<file path="config.mk">
export PLATFORM = sky130hd
export DESIGN_NAME = dps_top
export DESIGN_NICKNAME = d
export VERILOG_FILES = /design/src/common/dps_pkg.sv /design/src/logic/pad_sync.sv /design/src/logic/debug_strap_mux.sv /design/src/jtag/jtag_tap.sv /design/src/spi/spi_echo_device.sv /design/src/logic/dps_top.sv
export VERILOG_INCLUDE_DIRS = /design/src /design/src/common
export SDC_FILE = /design/constraint.sdc
export NUM_CORES = 1
export LEC_CHECK = 0
export ABC_AREA = 1
export BUFFER_PORTS_ARGS = -buffer_cell sky130_fd_sc_hd__buf_2
export CAP_MARGIN = 5
export CORE_MARGIN = 5
export CORE_UTILIZATION = 50
export CTS_CLUSTER_DIAMETER = 30
export DETAILED_ROUTE_END_ITERATION = 8
export PLACE_DENSITY_LB_ADDON = 0.08
export REMOVE_ABC_BUFFERS = 1
export SETUP_SLACK_MARGIN = 0.4
export SLEW_MARGIN = 20
export SYNTH_ARGS = -nofsm -noshare
export SYNTH_HDL_FRONTEND = slang
export SYNTH_SLANG_ARGS = --single-unit
</file>
<file path="constraint.sdc">
create_clock -name clk_i -period 3 [get_ports clk_i]
set_clock_uncertainty 0.1 [all_clocks]
set_input_delay 0 -clock clk_i [delete_from_list [all_inputs] [get_ports clk_i]]
set_output_delay 0 -clock clk_i [all_outputs]
set_load 0.005 [all_outputs]
</file>
<file path="src/common/dps_defs.svh">
//********************************************************************
// Constants of the debug port, pulled in by the TAP, the SPI device
// and the top level through an include
//********************************************************************
`ifndef DPS_DEFS_SVH
`define DPS_DEFS_SVH

// Device identification, LSB must be 1 per 1149.1
`define DPS_IDCODE 32'h1A5B_03E1

// Instruction register
`define DPS_IR_W 5
`define DPS_IR_IDCODE 5'h01
`define DPS_IR_BYPASS 5'h1F  // All ones

// SPI device word
`define DPS_SPI_W 8

`endif

</file>
<file path="src/common/dps_pkg.sv">
//********************************************************************
// Shared types for the debug-port block: pad and strap bundles, the
// JTAG and SPI views of the shared pads, and the TAP state encoding
//********************************************************************
package dps_pkg;

  // Shared DPS pads as they arrive from the pad ring
  typedef struct packed {
    logic sck_tck;
    logic sdi_tdi;
    logic csb_tms;
    logic trst_n;
  } dps_pad_t;

  typedef struct packed {
    logic jtag_spi_n;  // 1 selects JTAG
    logic bootstrap;
    logic srst_n;
  } dps_strap_t;

  // Pads as seen by the TAP
  typedef struct packed {
    logic tck;
    logic tms;
    logic tdi;
    logic trst_n;
  } dps_jtag_t;

  // Pads as seen by the SPI device
  typedef struct packed {
    logic sck;
    logic csb;
    logic sdi;
  } dps_spi_t;

  // IEEE 1149.1 TAP controller states
  typedef enum logic [3:0] {
    TAP_TLR,      TAP_RTI,      TAP_SEL_DR,   TAP_CAP_DR,
    TAP_SHIFT_DR, TAP_EXIT1_DR, TAP_PAUSE_DR, TAP_EXIT2_DR,
    TAP_UPD_DR,   TAP_SEL_IR,   TAP_CAP_IR,   TAP_SHIFT_IR,
    TAP_EXIT1_IR, TAP_PAUSE_IR, TAP_EXIT2_IR, TAP_UPD_IR
  } tap_state_e;

endpackage

</file>
<file path="src/logic/pad_sync.sv">
//********************************************************************
// Two-flop synchroniser for a whole struct of slow pad levels.
// Instantiate once per bundle; RESET_VAL sets the idle levels
//********************************************************************
module pad_sync #(
  parameter type T         = logic,
  parameter T    RESET_VAL = '0
) (
  input  logic clk_i,
  input  logic rst_n_i,
  input  T     d_i,
  output T     q_o
);

  T meta_q;  // May go metastable
  T sync_q;

  always_ff @(posedge clk_i or negedge rst_n_i) begin
    if (!rst_n_i) begin
      meta_q <= RESET_VAL;
      sync_q <= RESET_VAL;
    end else begin
      meta_q <= d_i;
      sync_q <= meta_q;
    end
  end

  assign q_o = sync_q;

endmodule

</file>
<file path="src/logic/debug_strap_mux.sv">
//********************************************************************
// Strap latch and shared-pad steering. Picks JTAG or SPI once per
// reset, parks the unused target and returns its serial output
//********************************************************************
module debug_strap_mux import dps_pkg::*; (
  input  logic       clk_i,
  input  logic       rst_n_i,
  input  dps_pad_t   pad_i,
  input  dps_strap_t strap_i,
  input  logic       tdo_i,
  input  logic       sdo_i,
  output dps_jtag_t  jtag_o,
  output dps_spi_t   spi_o,
  output logic       sdo_tdo_o,
  output logic       jtag_mode_o,
  output logic       bootstrap_o,
  output logic       sys_rst_req_o
);

  logic [2:0] arm_q;      // Reset release pipe
  logic       strap_en;
  logic       jtag_mode_q;
  logic       bootstrap_q;
  logic       sdo_tdo_q;
  logic       rst_req_q;

  // Synchronised straps are valid two edges after release
  assign strap_en = arm_q[1] & ~arm_q[2];

  always_ff @(posedge clk_i or negedge rst_n_i) begin
    if (!rst_n_i) begin
      arm_q       <= '0;
      jtag_mode_q <= 1'b0;
      bootstrap_q <= 1'b0;
    end else begin
      arm_q <= {arm_q[1:0], 1'b1};
      if (strap_en) begin
        jtag_mode_q <= strap_i.jtag_spi_n;
        bootstrap_q <= strap_i.bootstrap;
      end
    end
  end

  always_comb begin
    if (jtag_mode_q) begin
      jtag_o = '{tck: pad_i.sck_tck, tms: pad_i.csb_tms, tdi: pad_i.sdi_tdi,
                 trst_n: pad_i.trst_n};
      spi_o  = '{sck: 1'b0, csb: 1'b1, sdi: 1'b0};  // Deselected
    end else begin
      jtag_o = '{tck: 1'b0, tms: 1'b1, tdi: 1'b0, trst_n: 1'b0};  // TAP held in reset
      spi_o  = '{sck: pad_i.sck_tck, csb: pad_i.csb_tms, sdi: pad_i.sdi_tdi};
    end
  end

  // Serial return and reset request
  always_ff @(posedge clk_i or negedge rst_n_i) begin
    if (!rst_n_i) begin
      sdo_tdo_q <= 1'b0;
      rst_req_q <= 1'b0;
    end else begin
      sdo_tdo_q <= jtag_mode_q ? tdo_i : sdo_i;
      rst_req_q <= ~strap_i.srst_n;
    end
  end

  assign sdo_tdo_o     = sdo_tdo_q;
  assign jtag_mode_o   = jtag_mode_q;
  assign bootstrap_o   = bootstrap_q;
  assign sys_rst_req_o = rst_req_q;

  // SPI device must never see a select in JTAG mode
  a_spi_parked: assert property (@(posedge clk_i) disable iff (!rst_n_i)
    jtag_mode_q |-> spi_o.csb);

  // Once latched the mode holds until the next reset
  a_mode_stable: assert property (@(posedge clk_i) disable iff (!rst_n_i)
    arm_q[2] |=> $stable(jtag_mode_q));

endmodule

</file>
<file path="src/jtag/jtag_tap.sv">
//********************************************************************
// 1149.1 TAP with IDCODE and BYPASS, oversampled in the core clock.
// TCK edges are found on a registered copy of the routed pin
//********************************************************************
`include "dps_defs.svh"

module jtag_tap import dps_pkg::*; (
  input  logic      clk_i,
  input  logic      rst_n_i,
  input  dps_jtag_t jtag_i,
  output logic      tdo_o
);

  tap_state_e           state_q;
  tap_state_e           state_d;
  logic                 tck_q;
  logic                 tck_rise;
  logic                 tck_fall;
  logic [`DPS_IR_W-1:0] ir_q;
  logic [`DPS_IR_W-1:0] ir_shift_q;
  logic [31:0]          idcode_q;
  logic                 bypass_q;
  logic                 sel_idcode;
  logic                 tdo_q;

  assign tck_rise = jtag_i.tck & ~tck_q;
  assign tck_fall = ~jtag_i.tck & tck_q;

  always_comb begin
    case (state_q)
      TAP_TLR:      state_d = jtag_i.tms ? TAP_TLR      : TAP_RTI;
      TAP_RTI:      state_d = jtag_i.tms ? TAP_SEL_DR   : TAP_RTI;
      TAP_SEL_DR:   state_d = jtag_i.tms ? TAP_SEL_IR   : TAP_CAP_DR;
      TAP_CAP_DR:   state_d = jtag_i.tms ? TAP_EXIT1_DR : TAP_SHIFT_DR;
      TAP_SHIFT_DR: state_d = jtag_i.tms ? TAP_EXIT1_DR : TAP_SHIFT_DR;
      TAP_EXIT1_DR: state_d = jtag_i.tms ? TAP_UPD_DR   : TAP_PAUSE_DR;
      TAP_PAUSE_DR: state_d = jtag_i.tms ? TAP_EXIT2_DR : TAP_PAUSE_DR;
      TAP_EXIT2_DR: state_d = jtag_i.tms ? TAP_UPD_DR   : TAP_SHIFT_DR;
      TAP_UPD_DR:   state_d = jtag_i.tms ? TAP_SEL_DR   : TAP_RTI;
      TAP_SEL_IR:   state_d = jtag_i.tms ? TAP_TLR      : TAP_CAP_IR;
      TAP_CAP_IR:   state_d = jtag_i.tms ? TAP_EXIT1_IR : TAP_SHIFT_IR;
      TAP_SHIFT_IR: state_d = jtag_i.tms ? TAP_EXIT1_IR : TAP_SHIFT_IR;
      TAP_EXIT1_IR: state_d = jtag_i.tms ? TAP_UPD_IR   : TAP_PAUSE_IR;
      TAP_PAUSE_IR: state_d = jtag_i.tms ? TAP_EXIT2_IR : TAP_PAUSE_IR;
      TAP_EXIT2_IR: state_d = jtag_i.tms ? TAP_UPD_IR   : TAP_SHIFT_IR;
      TAP_UPD_IR:   state_d = jtag_i.tms ? TAP_SEL_DR   : TAP_RTI;
      default:      state_d = TAP_TLR;
    endcase
  end

  // Instruction decode
  always_comb begin
    case (ir_q)
      `DPS_IR_IDCODE: sel_idcode = 1'b1;
      `DPS_IR_BYPASS: sel_idcode = 1'b0;
      default:        sel_idcode = 1'b0;  // Unknown codes act as BYPASS
    endcase
  end

  always_ff @(posedge clk_i or negedge rst_n_i) begin
    if (!rst_n_i) begin
      tck_q   <= 1'b0;
      state_q <= TAP_TLR;
      ir_q    <= `DPS_IR_IDCODE;
    end else begin
      tck_q <= jtag_i.tck;
      if (!jtag_i.trst_n) begin
        state_q <= TAP_TLR;
        ir_q    <= `DPS_IR_IDCODE;
      end else begin
        if (tck_rise) begin
          state_q <= state_d;
        end
        if (state_q == TAP_TLR) begin
          ir_q <= `DPS_IR_IDCODE;
        end else if (tck_rise && state_q == TAP_UPD_IR) begin
          ir_q <= ir_shift_q;
        end
      end
    end
  end

  // Shift paths, all LSB first
  always_ff @(posedge clk_i) begin
    if (tck_rise) begin
      case (state_q)
        TAP_CAP_IR:   ir_shift_q <= {{(`DPS_IR_W-1){1'b0}}, 1'b1};
        TAP_SHIFT_IR: ir_shift_q <= {jtag_i.tdi, ir_shift_q[`DPS_IR_W-1:1]};
        TAP_CAP_DR: begin
          if (sel_idcode) idcode_q <= `DPS_IDCODE;
          else            bypass_q <= 1'b0;
        end
        TAP_SHIFT_DR: begin
          if (sel_idcode) idcode_q <= {jtag_i.tdi, idcode_q[31:1]};
          else            bypass_q <= jtag_i.tdi;
        end
        default: ;
      endcase
    end
  end

  // TDO changes on the falling edge
  always_ff @(posedge clk_i or negedge rst_n_i) begin
    if (!rst_n_i) begin
      tdo_q <= 1'b0;
    end else if (tck_fall) begin
      case (state_q)
        TAP_SHIFT_IR: tdo_q <= ir_shift_q[0];
        TAP_SHIFT_DR: tdo_q <= sel_idcode ? idcode_q[0] : bypass_q;
        default:      tdo_q <= 1'b0;
      endcase
    end
  end

  assign tdo_o = tdo_q;

  a_trst_holds_tlr: assert property (@(posedge clk_i) disable iff (!rst_n_i)
    !jtag_i.trst_n |=> state_q == TAP_TLR);

endmodule

</file>
<file path="src/spi/spi_echo_device.sv">
//********************************************************************
// SPI mode-0 device that reports every received byte and sends the
// byte before it back on SDO, MSB first
//********************************************************************
`include "dps_defs.svh"

module spi_echo_device import dps_pkg::*; (
  input  logic                  clk_i,
  input  logic                  rst_n_i,
  input  dps_spi_t              spi_i,
  output logic                  sdo_o,
  output logic                  rx_valid_o,
  output logic [`DPS_SPI_W-1:0] rx_data_o
);

  localparam int CNT_W = $clog2(`DPS_SPI_W);

  logic                  sck_q;
  logic                  csb_q;
  logic                  sck_rise;
  logic                  sck_fall;
  logic                  csb_fall;
  logic                  last_bit;
  logic [CNT_W-1:0]      bit_cnt_q;
  logic [`DPS_SPI_W-1:0] rx_shift_q;
  logic [`DPS_SPI_W-1:0] echo_q;      // Last full byte
  logic [`DPS_SPI_W-1:0] tx_shift_q;
  logic                  rx_valid_q;

  assign sck_rise = spi_i.sck & ~sck_q & ~spi_i.csb;
  assign sck_fall = ~spi_i.sck & sck_q & ~spi_i.csb;
  assign csb_fall = csb_q & ~spi_i.csb;
  assign last_bit = (bit_cnt_q == CNT_W'(`DPS_SPI_W - 1));

  always_ff @(posedge clk_i or negedge rst_n_i) begin
    if (!rst_n_i) begin
      sck_q      <= 1'b0;
      csb_q      <= 1'b1;
      bit_cnt_q  <= '0;
      rx_valid_q <= 1'b0;
      echo_q     <= '0;
      tx_shift_q <= '0;
    end else begin
      sck_q      <= spi_i.sck;
      csb_q      <= spi_i.csb;
      rx_valid_q <= sck_rise & last_bit;

      if (spi_i.csb) begin
        bit_cnt_q <= '0;
      end else if (sck_rise) begin
        bit_cnt_q <= last_bit ? '0 : bit_cnt_q + 1'b1;
      end

      if (sck_rise && last_bit) begin
        echo_q <= {rx_shift_q[`DPS_SPI_W-2:0], spi_i.sdi};
      end

      // Reload at frame start and at each byte boundary
      if (csb_fall) begin
        tx_shift_q <= echo_q;
      end else if (sck_fall) begin
        if (bit_cnt_q == '0) tx_shift_q <= echo_q;
        else                 tx_shift_q <= {tx_shift_q[`DPS_SPI_W-2:0], 1'b0};
      end
    end
  end

  always_ff @(posedge clk_i) begin
    if (sck_rise) begin
      rx_shift_q <= {rx_shift_q[`DPS_SPI_W-2:0], spi_i.sdi};  // MSB first
    end
  end

  assign sdo_o      = tx_shift_q[`DPS_SPI_W-1];
  assign rx_valid_o = rx_valid_q;
  assign rx_data_o  = echo_q;

  a_no_rx_deselected: assert property (@(posedge clk_i) disable iff (!rst_n_i)
    rx_valid_o |-> !spi_i.csb);

endmodule

</file>
<file path="src/logic/dps_top.sv">
//********************************************************************
// Debug-port top level. Synchronises the DPS pads and straps, then
// hands the shared pads to the JTAG TAP or the SPI echo device
//********************************************************************
`include "dps_defs.svh"

module dps_top import dps_pkg::*; (
  input  logic                  clk_i,
  input  logic                  rst_n_i,
  input  dps_pad_t              dps_pad_i,
  input  dps_strap_t            dps_strap_i,
  output logic                  dps_sdo_tdo_o,
  output logic                  jtag_mode_o,
  output logic                  bootstrap_o,
  output logic                  sys_rst_req_o,
  output logic                  spi_rx_valid_o,
  output logic [`DPS_SPI_W-1:0] spi_rx_data_o
);

  // Idle pad levels, CSB deselected and SRST_N released
  localparam dps_pad_t PAD_RST_VAL =
    '{sck_tck: 1'b0, sdi_tdi: 1'b0, csb_tms: 1'b1, trst_n: 1'b0};
  localparam dps_strap_t STRAP_RST_VAL =
    '{jtag_spi_n: 1'b0, bootstrap: 1'b0, srst_n: 1'b1};

  dps_pad_t   pad_sync;
  dps_strap_t strap_sync;
  dps_jtag_t  jtag;
  dps_spi_t   spi;
  logic       tdo;
  logic       sdo;

  pad_sync #(.T(dps_pad_t), .RESET_VAL(PAD_RST_VAL)) u_pad_sync (
    .clk_i, .rst_n_i, .d_i(dps_pad_i), .q_o(pad_sync)
  );

  pad_sync #(.T(dps_strap_t), .RESET_VAL(STRAP_RST_VAL)) u_strap_sync (
    .clk_i, .rst_n_i, .d_i(dps_strap_i), .q_o(strap_sync)
  );

  debug_strap_mux u_debug_strap_mux (
    .clk_i,
    .rst_n_i,
    .pad_i         (pad_sync),
    .strap_i       (strap_sync),
    .tdo_i         (tdo),
    .sdo_i         (sdo),
    .jtag_o        (jtag),
    .spi_o         (spi),
    .sdo_tdo_o     (dps_sdo_tdo_o),
    .jtag_mode_o,
    .bootstrap_o,
    .sys_rst_req_o
  );

  jtag_tap u_jtag_tap (.clk_i, .rst_n_i, .jtag_i(jtag), .tdo_o(tdo));

  spi_echo_device u_spi_echo_device (
    .clk_i,
    .rst_n_i,
    .spi_i      (spi),
    .sdo_o      (sdo),
    .rx_valid_o (spi_rx_valid_o),
    .rx_data_o  (spi_rx_data_o)
  );

endmodule

</file>
; ---- Word-level counts from Yosys, hierarchy flattened
; Cells that the tools add are included.
; W data, S select, Z words.
[classes]
reduce_logical = 14
order_cmp = 0
n_mul = 0
n_shift = 0
div = 0
n_eq_ne = 23
add_sub_neg = 1
muxes = 37
bitwise = 16
[op_table]
columns = operator, count
row1 = $mux W32, 2
row2 = $pmux W32 S2, 1
row3 = $pmux W4 S12, 1
row4 = $eq A4 B4 Y1 const B, 8
row5 = $mux W4, 7
row6 = $mux W8, 3
row7 = $mux W3, 6
row8 = $eq A4 B3 Y1 const B, 4
row9 = $mux W5, 3
row10 = $pmux W5 S2, 1
row11 = $and A1 B1 Y1, 9
row12 = $eq A4 B2 Y1 const B, 2
row13 = $mux W1, 8
row14 = $reduce_and A4 Y1, 2
row15 = $reduce_bool A2 Y1, 4
row16 = $not A1 Y1, 7
row17 = $mux W2, 3
row18 = $ne A2 B2 Y1 const B, 3
row19 = $eq A5 B1 Y1 const B, 1
row20 = $eq A4 B1 Y1 const B, 1
row21 = $logic_not A4 Y1, 1
row22 = $ne A2 B1 Y1 const B, 2
row23 = $pmux W1 S2, 2
row24 = $reduce_or A2 Y1, 2
row25 = 7 further kinds, 8
[word_totals]
ram_bits = 0
register_bits = 99
input_bits = 9
elab_cells = 124
rom_bits = 0
latchBits = 0
out_inout_bits = 13
mem_count = 0

; ---- Depth between registers and ports, before layout
; Gate-level depths: netlist of run 1.
[logic_depth]
word_depth = 6
mapped_depth = 11

; ---- By module
; From an unflattened synthesis of run 1, not the netlist that was laid out.
[unflattened]
hier_cells = 399
area_unflattened_um2 = 4117.7
[modules_own_cells]
columns = module, n_inst, cells_per_inst, seq_area_each_um2, area_each_um2
row1 = jtag_tap, 1, 219, 1417.6, 2203.4
row2 = spi_echo_device, 1, 132, 762.0, 1268.7
row3 = debug_strap_mux, 1, 34, 175.2, 290.3
row4 = pad_sync (u_pad_sync), 1, 8, 202.7, 202.7
row5 = pad_sync (u_strap_sync), 1, 6, 152.6, 152.6

; ---- Least setup slack after synthesis of run 1
; OpenSTA, ideal clock, no wires.
[synth_path]
kind = register -> register
startpoint = reg u_jtag_tap.state_q[1]
endpoint = reg u_jtag_tap.idcode_q[0] (enable)
t_required_ns = 2.479
path_stages_with_launch = 7
arrival_time_ns = 2.244
path_slack_ns = 0.235
n_path_buf = 1
cell_sequence = dfrtp_1 buf_2 nor2_4 nand2_4 nand2_1 nand2_1 nor2_1
[synth_via]
elab_chain_cells = 3
elab_cells_between_ends = 6
cone_classes = 4 x eq/ne / 2 x reduce/logical
[synth_rtl]
columns = item, line
row1 = "start, declared", jtag_tap.sv:14  ; tap_state_e state_q;
row2 = "start signal, assigned", jtag_tap.sv:72  ; state_q <= state_d;
row3 = $eq A4 B3 Y1 or $eq A4 B2 Y1 (tied branches), jtag_tap.sv:86  ; case (state_q)
row4 = $ne A2 B1 Y1 (no line) or $reduce_bool A2 Y1 (tied branches), -
row5 = $reduce_and A4 Y1 (no line) (*), -
row6 = "end signal, assigned", jtag_tap.sv:90  ; if (sel_idcode) idcode_q <= `DPS_IDCODE;
row7 = "end signal, assigned", jtag_tap.sv:94  ; if (sel_idcode) idcode_q <= {jtag_i.tdi, idcode_q[31:1]};
row8 = "end, declared", jtag_tap.sv:21  ; logic [31:0] idcode_q;
; Every way passes the cells marked *; elsewhere a longest branch is shown, timed or not.
; A chain may end at the register's enable or synchronous reset.

; ---- Final worst setup path of run 1
[layout_path]
startpoint = reg u_jtag_tap.state_q[1]
endpoint = reg u_jtag_tap.idcode_q[2] (enable)
; Same word-level chain as after synthesis.

==> summary.md, run 1 <==
| Metric | Value |
|---|---|
| Ratio of cells with drive above 1 in the final layout | 19.5% |
| Fmax | 0.488 GHz |
| Synthesized flop and latch total | 99 |
| DRC violations left | 0 |
| H-tree lvl count | 3 |
| Count leader, synth | nand2_1 |
| Die Width | 100 um |
| R2R Path Start | u_jtag_tap.state_q[1] |
| DR WL/cell | 12.6 um |
| Gate Count Post-Synth | approximately 380 |
| Fill count | approximately 660 |
| Synth Flop Type | dfrtp_1 |
| # resized after CTS | 0 |
| CP startpoint kind | flip-flop |
| Final antenna-violating net count | 0 |
| Synth top cells by count | nand2_1, nor2_1, dfrtp_1, inv_1, edfxtp_1 |
| Register area share after synthesis | between 60% and 70% |
| Worst hold path depth | 2 |
| Reg2Reg Setup Slack | around 0.95 ns |
| Critical path class | reg -> reg |
| Hold Startpoint | dps_pad_i[2] |
| Row count | 32 |
| Worst R2R End | u_jtag_tap.idcode_q[2] |
| Initial core utilization | 52.1% |
| Slew @ Worst Pin | 0.908 ns |
| Vias | 2473 |
| Number of enable flip-flop cells after synthesis | 45 |
| Final core occ | 58.8% |
| Global-route wire length before repair | ~12 mm |
| Worst Hold Class | in -> reg |
| DRC marker count from the first detailed-route iteration | 100 |
| Hold Path End | u_pad_sync.meta_q[2] |
| RSZ-0062 raised after global routing | false |
| Via-per-instance ratio | 4.73 |
| Clk sinks | 99 |
| Max VDD drop | 0.000472 V |
| P per Cell Area | 587 nW/um^2 |
| DR pass1 iterations | 4 |
| Root Driver | clkbuf_8 |
| # diodes | 0 |
| Final critical-path share of the clock period | 68.3% |
| IO Pins | 22 |
| WL final | 6.61 mm |
| Netlist Area Pre-Place | 4070 sq um |
| Most used cell, CP | nand2_1 |
| Max Root-Sink Buffers | 2 |
| Dpl hpwl | between 4 and 5 mm |
| Final nets | 428 |
| Max_slew headroom | 39.5% |
| Grt ovf | 0 |
| Reg2Reg Depth | 6 |
| Crit path capture type | flip-flop |
| CTS clk-pin slew, worst paths | ~0.090 ns |
| Initial antenna violation count | 0 |
| Area of the multi-input gates | 1080 sq um |
| Synth Warn # | 0 |
| Max incr delay on CP | 0.51 ns |
| Power, Total | 2700 uW |
| Crit path DAT | 1.97 ns |
| Outcome | finished clean |
| Skew-Pair Late Insertion Delay | 0.36 ns |
| Post-CTS setup buffer count | 0 |
| Synthesis-to-finish area growth | 12.9% |
| Synth area leader | edfxtp_1 |
| Die height | 100 um |
| # setup viols final | 0 |
| CP required | about 3 ns |
| Yosys top cell area share | 33.2% |
| Seq. cell area | roughly 2700 sq um |
| Final hold violations | 0 |
| Port bufs | 21 |
| Crit path time final | 2.05 ns |
| Vias in the first global route | roughly 2500 |
| Critical Path Slowest Stage Cell | dfrtp_1 |
| Syn avg cell area | 10.7 sq um |
| GRT Overall Usage | 14.5% |
| MaxCap Viol Count | 0 |
| Total CTS buffers | 9 |
| Unique masters post-synth | 29 |
| Fin. max-slew vios | 0 |
| Synth top area cells | edfxtp_1, dfrtp_1, nand2_1, nor2_1, inv_1 |
| LEAKAGE | 0.00208 uW |
| DIE AREA | 10000 sq um |
| Maximum fanout along the worst path | 35 |
| Largest net degree at the start of global routing | 43 |
| Setup TNS Final | 0 ns |
| Routability congestion estimate | 0.793 |
| Crit path cell chain | nor2_4 -> nand2_4 -> nand2_1 -> nand2_1 -> nor2_2 -> buf_4 |
| TritonCTS clock tree | yes |
| Core Region | 7810 sq um |
| Asr flop ratio synth | 54.5% |
==> metrics by stage <==
stage,hold WS (ns),cells,area [sq um],setup WS [ns]
finish,0.173,523,4590,0.952
floorplan,-0.396,374,4010,0.139
global route,0.171,523,4590,0.773
CTS,0.156,523,4590,0.930
global placement,0.00450,499,4260,0.990
detailed placement,0.00617,499,4260,0.958
==> timing repair <==
item	in CTS	in global routing
endpoints found under the hold margin	44	0
endpoints found under the setup margin	0	0
hold buffers	8	0
==> area by class of cell <==
cell class | count | area share (%)
flip-flops and latches | 99 | 59.0
clock buffers | 9 | 2.70
well taps | 102 | 2.78
multi-input cells | 218 | 23.6
clock inverters | 7 | 2.83
repair buffers | 31 | 4.36
inverters | 57 | 4.66
==> sequential cells by signal (all words and copies together) (netlist names), 4 cells and up <==
signal	flops
u_jtag_tap.idcode_q	32
u_jtag_tap.ir_q	5
u_jtag_tap.ir_shift_q	5
u_jtag_tap.state_q	4
u_pad_sync.meta_q	4
u_pad_sync.q_o	4
u_spi_echo_device.rx_data_o	8
u_spi_echo_device.rx_shift_q	7
u_spi_echo_device.tx_shift_q	8
==> placed cells by master, fill, tap and decap left out, types with 2 or more instances in the layout <==
cell type | Yosys | layout
nand2_1 | 77 | 77
nand2_2 | 6 | 6
ha_1 | 3 | 3
o21ai_0 | 10 | 10
inv_2 | 11 | 11
dlygate4sd3_1 | 0 | 8
a31oi_1 | 6 | 6
inv_1 | 46 | 46
nor2_4 | 6 | 6
edfxtp_1 | 45 | 45
o21ai_1 | 11 | 11
nor2_2 | 4 | 5
inv_8 | 0 | 2
dfrtp_1 | 48 | 48
nor2_1 | 49 | 48
clkbuf_8 | 0 | 9
or2_1 | 14 | 14
buf_2 | 2 | 21
dfstp_2 | 6 | 6
nand3_2 | 2 | 2
nand3_1 | 15 | 15
nand2_4 | 3 | 3
bufinv_16 | 0 | 3
buf_4 | 2 | 2
a21oi_2 | 2 | 2
a21oi_1 | 4 | 4
==> worst max-delay path by stage <==
stage	start	to	slack, ns	cells past startpoint
2_1_floorplan	u_jtag_tap.state_q[1]	u_jtag_tap.idcode_q[0]	0.14	5
4_1_cts	u_jtag_tap.state_q[1]	u_jtag_tap.idcode_q[1]	0.93	6
5_1_grt	u_jtag_tap.state_q[1]	u_jtag_tap.idcode_q[0]	0.77	6
6_report	u_jtag_tap.state_q[1]	u_jtag_tap.idcode_q[2]	0.95	6
3_3_place_gp	u_jtag_tap.state_q[1]	u_jtag_tap.idcode_q[14]	0.99	6
3_5_place_dp	u_jtag_tap.state_q[1]	u_jtag_tap.idcode_q[19]	0.96	6
==> per-layer routing <==
layer	track usage, %	share of wire (%)
met1	20.9	50
met2	21.3	46
met3	3.41	2.9
met4	5.70	1.5
met5	0	0
==> logic make-up (layout without fill, tap and decap cells) <==
family                     after synthesis  in the layout  synth area share (%)
AOI/OAI and AO/OA                       34             34                  4.62
adders and majority gates                3              3                 0.923
buffers and inverters                   64            104                  6.71
DFF                                     99             99                  66.7
muxes                                    1              1                 0.277
other                                    1              1                0.0922
and+or+nand+nor                        179            179                  20.7
==> worst max-delay path, delay by kind of cell, from the launching register on <==
kind | cells | cell delay [ns]
AND/OR/NAND/NOR | 5 | 0.72
flip-flops | 1 | 0.51
buffers and inverters | 1 | 0.37
==> power breakdown <==
| part | internal (uW) | leakage, uW | switching, uW |
|---|---|---|---|
| registers | 1470 | 0.00113 | 34.3 |
| clock network | 570 | 0.000128 | 481 |
| logic | 53.9 | 0.000825 | 88.7 |
| total | 2090 | 0.00208 | 604 |
Note: power is estimated with default switching activity, not from simulation.
==> run 2: changes to the inputs <==
==> constraint.sdc (replaced) <==
create_clock -name clk_i -period 2.13 [get_ports clk_i]
set_clock_uncertainty 0.1 [all_clocks]
set_input_delay 0 -clock clk_i [delete_from_list [all_inputs] [get_ports clk_i]]
set_output_delay 0 -clock clk_i [all_outputs]
set_load 0.005 [all_outputs]
==> summary.md, run 2 (same netlist as run 1, synthesis figures left out) <==
| Metric | Value |
|---|---|
| Outcome | finished clean |
| Slew @ Worst Pin | 0.663 ns (-0.245 ns) |
| Core Region | 7810 sq um (unchanged) |
| Max_slew headroom | 55.8% (+16 points) |
| Max VDD drop | 0.000450 V (-4.7%) |
| Maximum fanout along the worst path | 8 (-77%) |
| IO Pins | 22 (unchanged) |
| MaxCap Viol Count | 0 (unchanged) |
| Worst hold slack | 0.203 ns (+0.0296 ns) |
| Sw Pwr | 793 uW (+31%) |
| GRT Overall Usage | 14.5% (-0.019 points) |
| Vias | 2501 (+1.1%) |
| Ratio of cells with drive above 1 in the final layout | 23.5% (+4.0 points) |
| Final setup margin | 0.460 ns (-0.492 ns) |
| Cell internal pwr | 2700 uW (+29%) |
| Fin. max-slew vios | 0 (unchanged) |
| Max Root-Sink Buffers | 2 (unchanged) |
| LEAKAGE | 0.00210 uW (+1.1%) |
| Final critical-path share of the clock period | 78.4% (+10 points) |
| Crit path DAT | 1.64 ns (-0.33 ns) |
| Crit path time final | 1.67 ns (-0.378 ns) |
| Skew-Pair Late Insertion Delay | 0.35 ns (about the same) |
| Pre-CTS setup slack | 0.372 ns (-0.586 ns) |
| # diodes | 0 (unchanged) |
| WL final | 6.79 mm (+2.8%) |
| Vias in the first global route | 2438 (-0.77%) |
| Fill count | 682 (+3.0%) |
| Global-route wire length before repair | 11.6 mm (+0.42%) |
| CP required | 2.10 ns (-0.82 ns) |
| Hold Startpoint | dps_pad_i[3] |
| Initial core utilization | 52.1% (unchanged) |
| Most used cells in the layout excluding fill and tap cells | nand2_1, inv_1, edfxtp_1, nor2_1, dfrtp_1 |
| DR WL/cell | 12.8 um (+1.0%) |
| Final hold violations | 0 (unchanged) |
| Clk pwr share | 33.4% (-5.6 points) |
| Die height | 100 um (unchanged) |
| Total CTS buffers | 9 (unchanged) |
| Grt ovf | 0 (unchanged) |
| # setup viols final | 0 (unchanged) |
| Via-per-instance ratio | 4.70 (-0.58%) |
| Die Width | 100 um (unchanged) |
| RSZ-0062 raised after global routing | false |
| Worst hold path depth | 2 (unchanged) |
| Biggest register | u_jtag_tap.idcode_q |
| H-tree lvl count | 3 (unchanged) |
| Final nets | 437 (+2.1%) |
| Fmax | 0.599 GHz (+23%) |
| Row count | 32 (unchanged) |
| CP startpoint kind | flip-flop |
| Crit path capture type | flip-flop |
| Port bufs | 21 (unchanged) |
| Critical path class | reg -> reg |
| Sequential power share | 60.5% (+4.7 points) |
| Largest net degree at the start of global routing | 55 (+28%) |
| Routability congestion estimate | 0.896 (+13%) |
| R2R Path Start | u_jtag_tap.state_q[2] |
| Commonest non-fill, non-tap cell in the layout | nand2_1 |
| Reg2Reg Setup Slack | 0.46 ns (-0.49 ns) |
| DIE AREA | 10000 sq um (unchanged) |
| Sw Share | 22.7% (+0.34 points) |
| Worst R2R End | u_jtag_tap.idcode_q[22] |
| Worst Hold Class | in -> reg |
| Max reg flops | 32 (unchanged) |
| Root Driver | clkbuf_8 |
| Dpl hpwl | 4.57 mm (-0.98%) |
| Final antenna-violating net count | 0 (unchanged) |
| CTS clk-pin slew, worst paths | 0.09 ns (about the same) |
| Clk sinks | 99 (unchanged) |
| Initial antenna violation count | 0 (unchanged) |
| DR pass1 iterations | 4 (unchanged) |
| Reg2Reg Depth | 7 (+1) |
| Combinational power share | 6.0% (+0.7 points) |
| Hold Path End | u_pad_sync.meta_q[3] |
| DRC marker count from the first detailed-route iteration | 109 (+9.0%) |
| DRC violations left | 0 (unchanged) |
| TritonCTS clock tree | yes |
| Synthesis-to-finish area growth | 14.8% |
| P per Cell Area | 748 nW/um^2 (+27%) |
-- run 2: changes by cell type in the layout (fill, tap and decap cells not counted), sizes merged --
| cell | before | now |
|---|---|---|
| buf | 23 | 31 |
| bufinv | 3 | 1 |
| clkbuf | 9 | 11 |
| clkinvlp | 0 | 2 |
| inv | 60 | 59 |
-- run 2: worst max-delay path by stage --
stage,startpoint,end,slack [ns],cells past startpoint
after floorplan,u_jtag_tap.state_q[1],u_jtag_tap.idcode_q[0],-0.73,5
after global placement,u_jtag_tap.state_q[1],u_jtag_tap.idcode_q[6],0.39,7
after detailed placement,u_jtag_tap.state_q[1],u_jtag_tap.idcode_q[6],0.37,7
after CTS,u_jtag_tap.state_q[2],u_jtag_tap.state_q[0],0.40,11
after global routing,u_jtag_tap.state_q[2],u_jtag_tap.idcode_q[26],0.40,7
final,u_jtag_tap.state_q[2],u_jtag_tap.idcode_q[22],0.46,7
-- run 2: layout make-up --
type,instances,area [sq um],area share (%)
clock buffer,10,128,2.73
clock inverter,6,65.1,1.39
inverter,57,214,4.58
multi-input combinational,218,1110,23.8
sequential,99,2720,58.2
tap,102,128,2.73
timing repair buffer,40,305,6.54
-- run 2: worst max-delay path, stage by stage (launching register included) --
cell       delay [ns]
dfrtp_2          0.44
inv_2            0.08
nor2_4           0.14
nand2_4          0.06
nand2_1          0.05
nand2_1          0.09
nor2_4           0.23
clkbuf_16        0.20
-- run 2: power by group through the flow --
stage          Clock [uW]  Combinational, uW  Sequential [uW]
2_1_floorplan           0                124             2150
3_3_place_gp            0                197             2150
3_5_place_dp            0                201             2150
4_1_cts              1190                212             2110
5_1_grt              1290                242             2120
6_report             1170                210             2110
-- run 2: stage by stage --
stage	total power [uW]	utilization (%)	instances	instance area [sq um]	setup TNS, ns
floorplan	2270	-	374	4010	-23.38
global placement	2350	55.0	502	4290	0
detailed placement	2350	55.0	502	4290	0
CTS	3520	58.5	526	4570	0
global route	3660	59.8	532	4670	0
finish	3490	59.8	532	4670	0
-- run 2: routing by layer --
layer | wire [um] | GRT usage (%) | vias up
met5 | 0 | 0 | -
met4 | 90 | 5.28 | 0
met3 | 194 | 3.13 | 11
met2 | 3110 | 20.7 | 30
met1 | 3400 | 21.7 | 1169
li1 | - | - | 1291
-- run 2: timing repair --
action | 4_1_cts | 5_1_grt
buffers inserted | 0 | 4
hold buffers | 8 | 0
gates cloned | 0 | 2
pin swaps | 0 | 2
resized for setup | 2 | 12
setup endpoints to repair | 32 | 46
hold endpoints to repair | 55 | 0
==> run 3: changes to the inputs <==
--- a/config.mk
+++ b/config.mk
@@ -6,7 +6,7 @@
 export SDC_FILE = /design/constraint.sdc
 export NUM_CORES = 1
 export LEC_CHECK = 0
-export ABC_AREA = 1
+export ABC_AREA = 0
 export BUFFER_PORTS_ARGS = -buffer_cell sky130_fd_sc_hd__buf_2
 export CAP_MARGIN = 5
 export CORE_MARGIN = 5
==> constraint.sdc (replaced) <==
create_clock -name clk_i -period 1.45 [get_ports clk_i]
set_clock_uncertainty 0.1 [all_clocks]
set_input_delay 0 -clock clk_i [delete_from_list [all_inputs] [get_ports clk_i]]
set_output_delay 0 -clock clk_i [all_outputs]
set_load 0.005 [all_outputs]
==> summary.md, run 3 <==
| Metric | Value |
|---|---|
| Grt ovf | 0 (unchanged) |
| Crit path time final | 1.65 ns (-0.0226 ns) |
| Count leader, synth | dfrtp_1 |
| R2R Path Start | u_jtag_tap.state_q[0] |
| CP startpoint | u_jtag_tap.state_q[0] |
| Routability congestion estimate | 0.757 (-16%) |
| Netlist Area Pre-Place | 3980 sq um (-2.1%) |
| Biggest register | u_jtag_tap.idcode_q |
| Synth area leader | edfxtp_1 |
| Synth top area cells | edfxtp_1, dfrtp_1, dfstp_2, mux2i_1, and2_1 |
| Initial core utilization | 51.5% (-0.55 points) |
| Largest net degree at the start of global routing | 55 (unchanged) |
| Register area share after synthesis | 68.1% (+1.4 points) |
| Gate Count Post-Synth | 284 (-25%) |
| RSZ-0062 raised after global routing | true |
| DR WL/cell | 16.0 um (+25%) |
| TritonCTS clock tree | yes |
| Worst Hold Class | in -> async |
| P per Cell Area | 931 nW/um^2 (+25%) |
| # setup viols final | 96 (+96) |
| Dpl cells | 425 (-15%) |
| Commonest non-fill, non-tap cell in the layout | dfrtp_1 |
| Synthesized flop and latch total | 99 (unchanged) |
| Ratio of cells with drive above 1 in the final layout | 53.5% (+30 points) |
| CP required | 1.47 ns (-0.63 ns) |
| DR pass1 iterations | 4 (unchanged) |
| Yosys top cell area share | 33.9% (+0.70 points) |
| GRT Overall Usage | 16.2% (+1.7 points) |
| Final hold violations | 0 (unchanged) |
| Final setup margin | -0.197 ns (-0.657 ns) |
| Unique masters post-synth | 49 (+69%) |
| Crit path capture type | flip-flop |
| H-tree lvl count | 3 (unchanged) |
| Max Root-Sink Buffers | 2 (unchanged) |
| Final antenna-violating net count | 0 (unchanged) |
| MaxCap Viol Count | 0 (unchanged) |
| Clk sinks | 99 (unchanged) |
| Critical path class | reg -> reg |
| Syn avg cell area | 14.0 sq um (+31%) |
| LEAKAGE | 0.00241 uW (+15%) |
| Worst hold slack | 0.0613 ns (-0.141 ns) |
| WL final | 7.79 mm (+15%) |
| Dpl hpwl | 4.01 mm (-12%) |
| Fmax | 0.607 GHz (+1.4%) |
| DRC marker count from the first detailed-route iteration | 51 (-53%) |
| Final core occ | 73.2% (+13 points) |
| Vias in the first global route | 2534 (+3.9%) |
| Die Width | 99.2 um (-0.93%) |
| Fill count | 479 (-30%) |
| CP startpoint kind | flip-flop |
| Row count | 32 (unchanged) |
| CTS clk-pin slew, worst paths | 0.09 ns (about the same) |
| Global-route wire length before repair | 12.7 mm (+9.2%) |
| Number of enable flip-flop cells after synthesis | 45 (unchanged) |
| Crit path DAT | 1.67 ns (+0.03 ns) |
| DIE AREA | 9850 sq um (-1.9%) |
| Skew-Pair Late Insertion Delay | 0.36 ns (about the same) |
| Power, Total | 5270 uW (+51%) |
| Asr flop ratio synth | 54.5% (unchanged) |
| Max VDD drop | 0.000502 V (+12%) |
| Final nets | 392 (-10%) |
| Synthesis-to-finish area growth | 42.1% |
| Outcome | finished, violations left |
| Total CTS buffers | 9 (unchanged) |
| Max reg flops | 32 (unchanged) |
| Fin. max-slew vios | 0 (unchanged) |
| Via-per-instance ratio | 5.04 (+7.2%) |
| Vias | 2455 (-1.8%) |
| Failing checks | negative setup slack |
| Port bufs | 21 (unchanged) |
| IO Pins | 22 (unchanged) |
| Die height | 99.2 um (-0.93%) |
| Initial antenna violation count | 0 (unchanged) |
| Root Driver | clkbuf_8 |
| Most used cells in the layout excluding fill and tap cells | dfrtp_1, edfxtp_1, buf_6, buf_4, buf_2 |
| Synth top cells by count | dfrtp_1, edfxtp_1, and2_1, nand2b_1, mux2i_1 |
| Final critical-path share of the clock period | 114% (+35 points) |
| DRC violations left | 0 (unchanged) |
| Synth Flop Type | dfrtp_1 |
| # diodes | 0 (unchanged) |
| Maximum fanout along the worst path | 8 (unchanged) |
| Synth Warn # | 0 (unchanged) |
| Non-filler cells, final | 487 (-8.5%) |
| Core Region | 7730 sq um (-1.0%) |
-- run 3: routing by layer --
metal | part of all wire (%) | global-route usage (%) | wire length, um | vias up
met5 | 0 | 0 | 0 | -
met4 | 1.2 | 5.36 | 95 | 0
met3 | 2.1 | 3.44 | 162 | 11
met2 | 50 | 25.7 | 3880 | 26
met1 | 47 | 22.4 | 3650 | 1231
li1 | - | - | - | 1187
-- run 3: critical path: stages (launching register included) --
cell	delay [ns]
dfrtp_1	0.42
or2_4	0.26
nor3b_4	0.23
buf_6	0.17
clkbuf_16	0.18
nand2b_4	0.05
-- run 3: power by group --
group	internal, uW	leakage, uW	switching (uW)
clock	749	0.0000998	949
sequential	2980	0.00114	36.2
combinational	306	0.00117	246
total	4040	0.00241	1230
-- run 3: layout make-up --
cell class,count,area [sq um],area share [%]
repair buffers,97,1000,17.7
inverters,9,33.8,0.597
multi-input cells,164,1600,28.2
clock buffers,12,158,2.79
clock inverters,4,28.8,0.509
flip-flops and latches,99,2710,47.9
well taps,102,128,2.26
-- run 3: kinds of logic after synthesis --
kind of cell             after synthesis  share of synthesized area (%)
AND/OR/NAND/NOR                      100                           14.7
flip-flops                            99                           68.1
AO/OA/AOI/OAI                         34                           5.78
multiplexers                          25                           7.39
buffers and inverters                 21                           2.77
adder cells (fa/ha/maj)                3                          0.943
other                                  1                         0.0942
XOR/XNOR                               1                          0.220
-- run 3: path summary, 6_finish.rpt --
path                                                 to  slack, ns  cells past startpoint
worst max-delay path            u_jtag_tap.idcode_q[16]      -0.20                      5
worst min-delay path              u_jtag_tap.state_q[3]       0.06                      3
worst max register to register  u_jtag_tap.idcode_q[16]      -0.20                      5
worst min register to register      u_strap_sync.q_o[2]       0.26                      0
max in group asynchronous       u_spi_echo_device.csb_q       0.89                      3
min in group clk_i                 u_pad_sync.meta_q[1]       0.19                      2
-- run 3: metrics by stage --
stage / TNS (ns) / setup slack [ns] / area (sq um)
after global routing: -19.54 / -0.261 / 5660
after floorplan: -65.76 / -1.52 / 3910
after CTS: -12.70 / -0.194 / 5170
after detailed placement: -13.22 / -0.274 / 4420
final: -13.09 / -0.197 / 5660
after global placement: -11.40 / -0.245 / 4420
-- run 3: repair_timing --
action	CTS	global route
pin swaps	21	31
buffers inserted	18	13
hold buffers	8	0
endpoints found under the hold margin	61	0
resized for setup	79	63
endpoints found under the setup margin	118	127
cloned	3	4
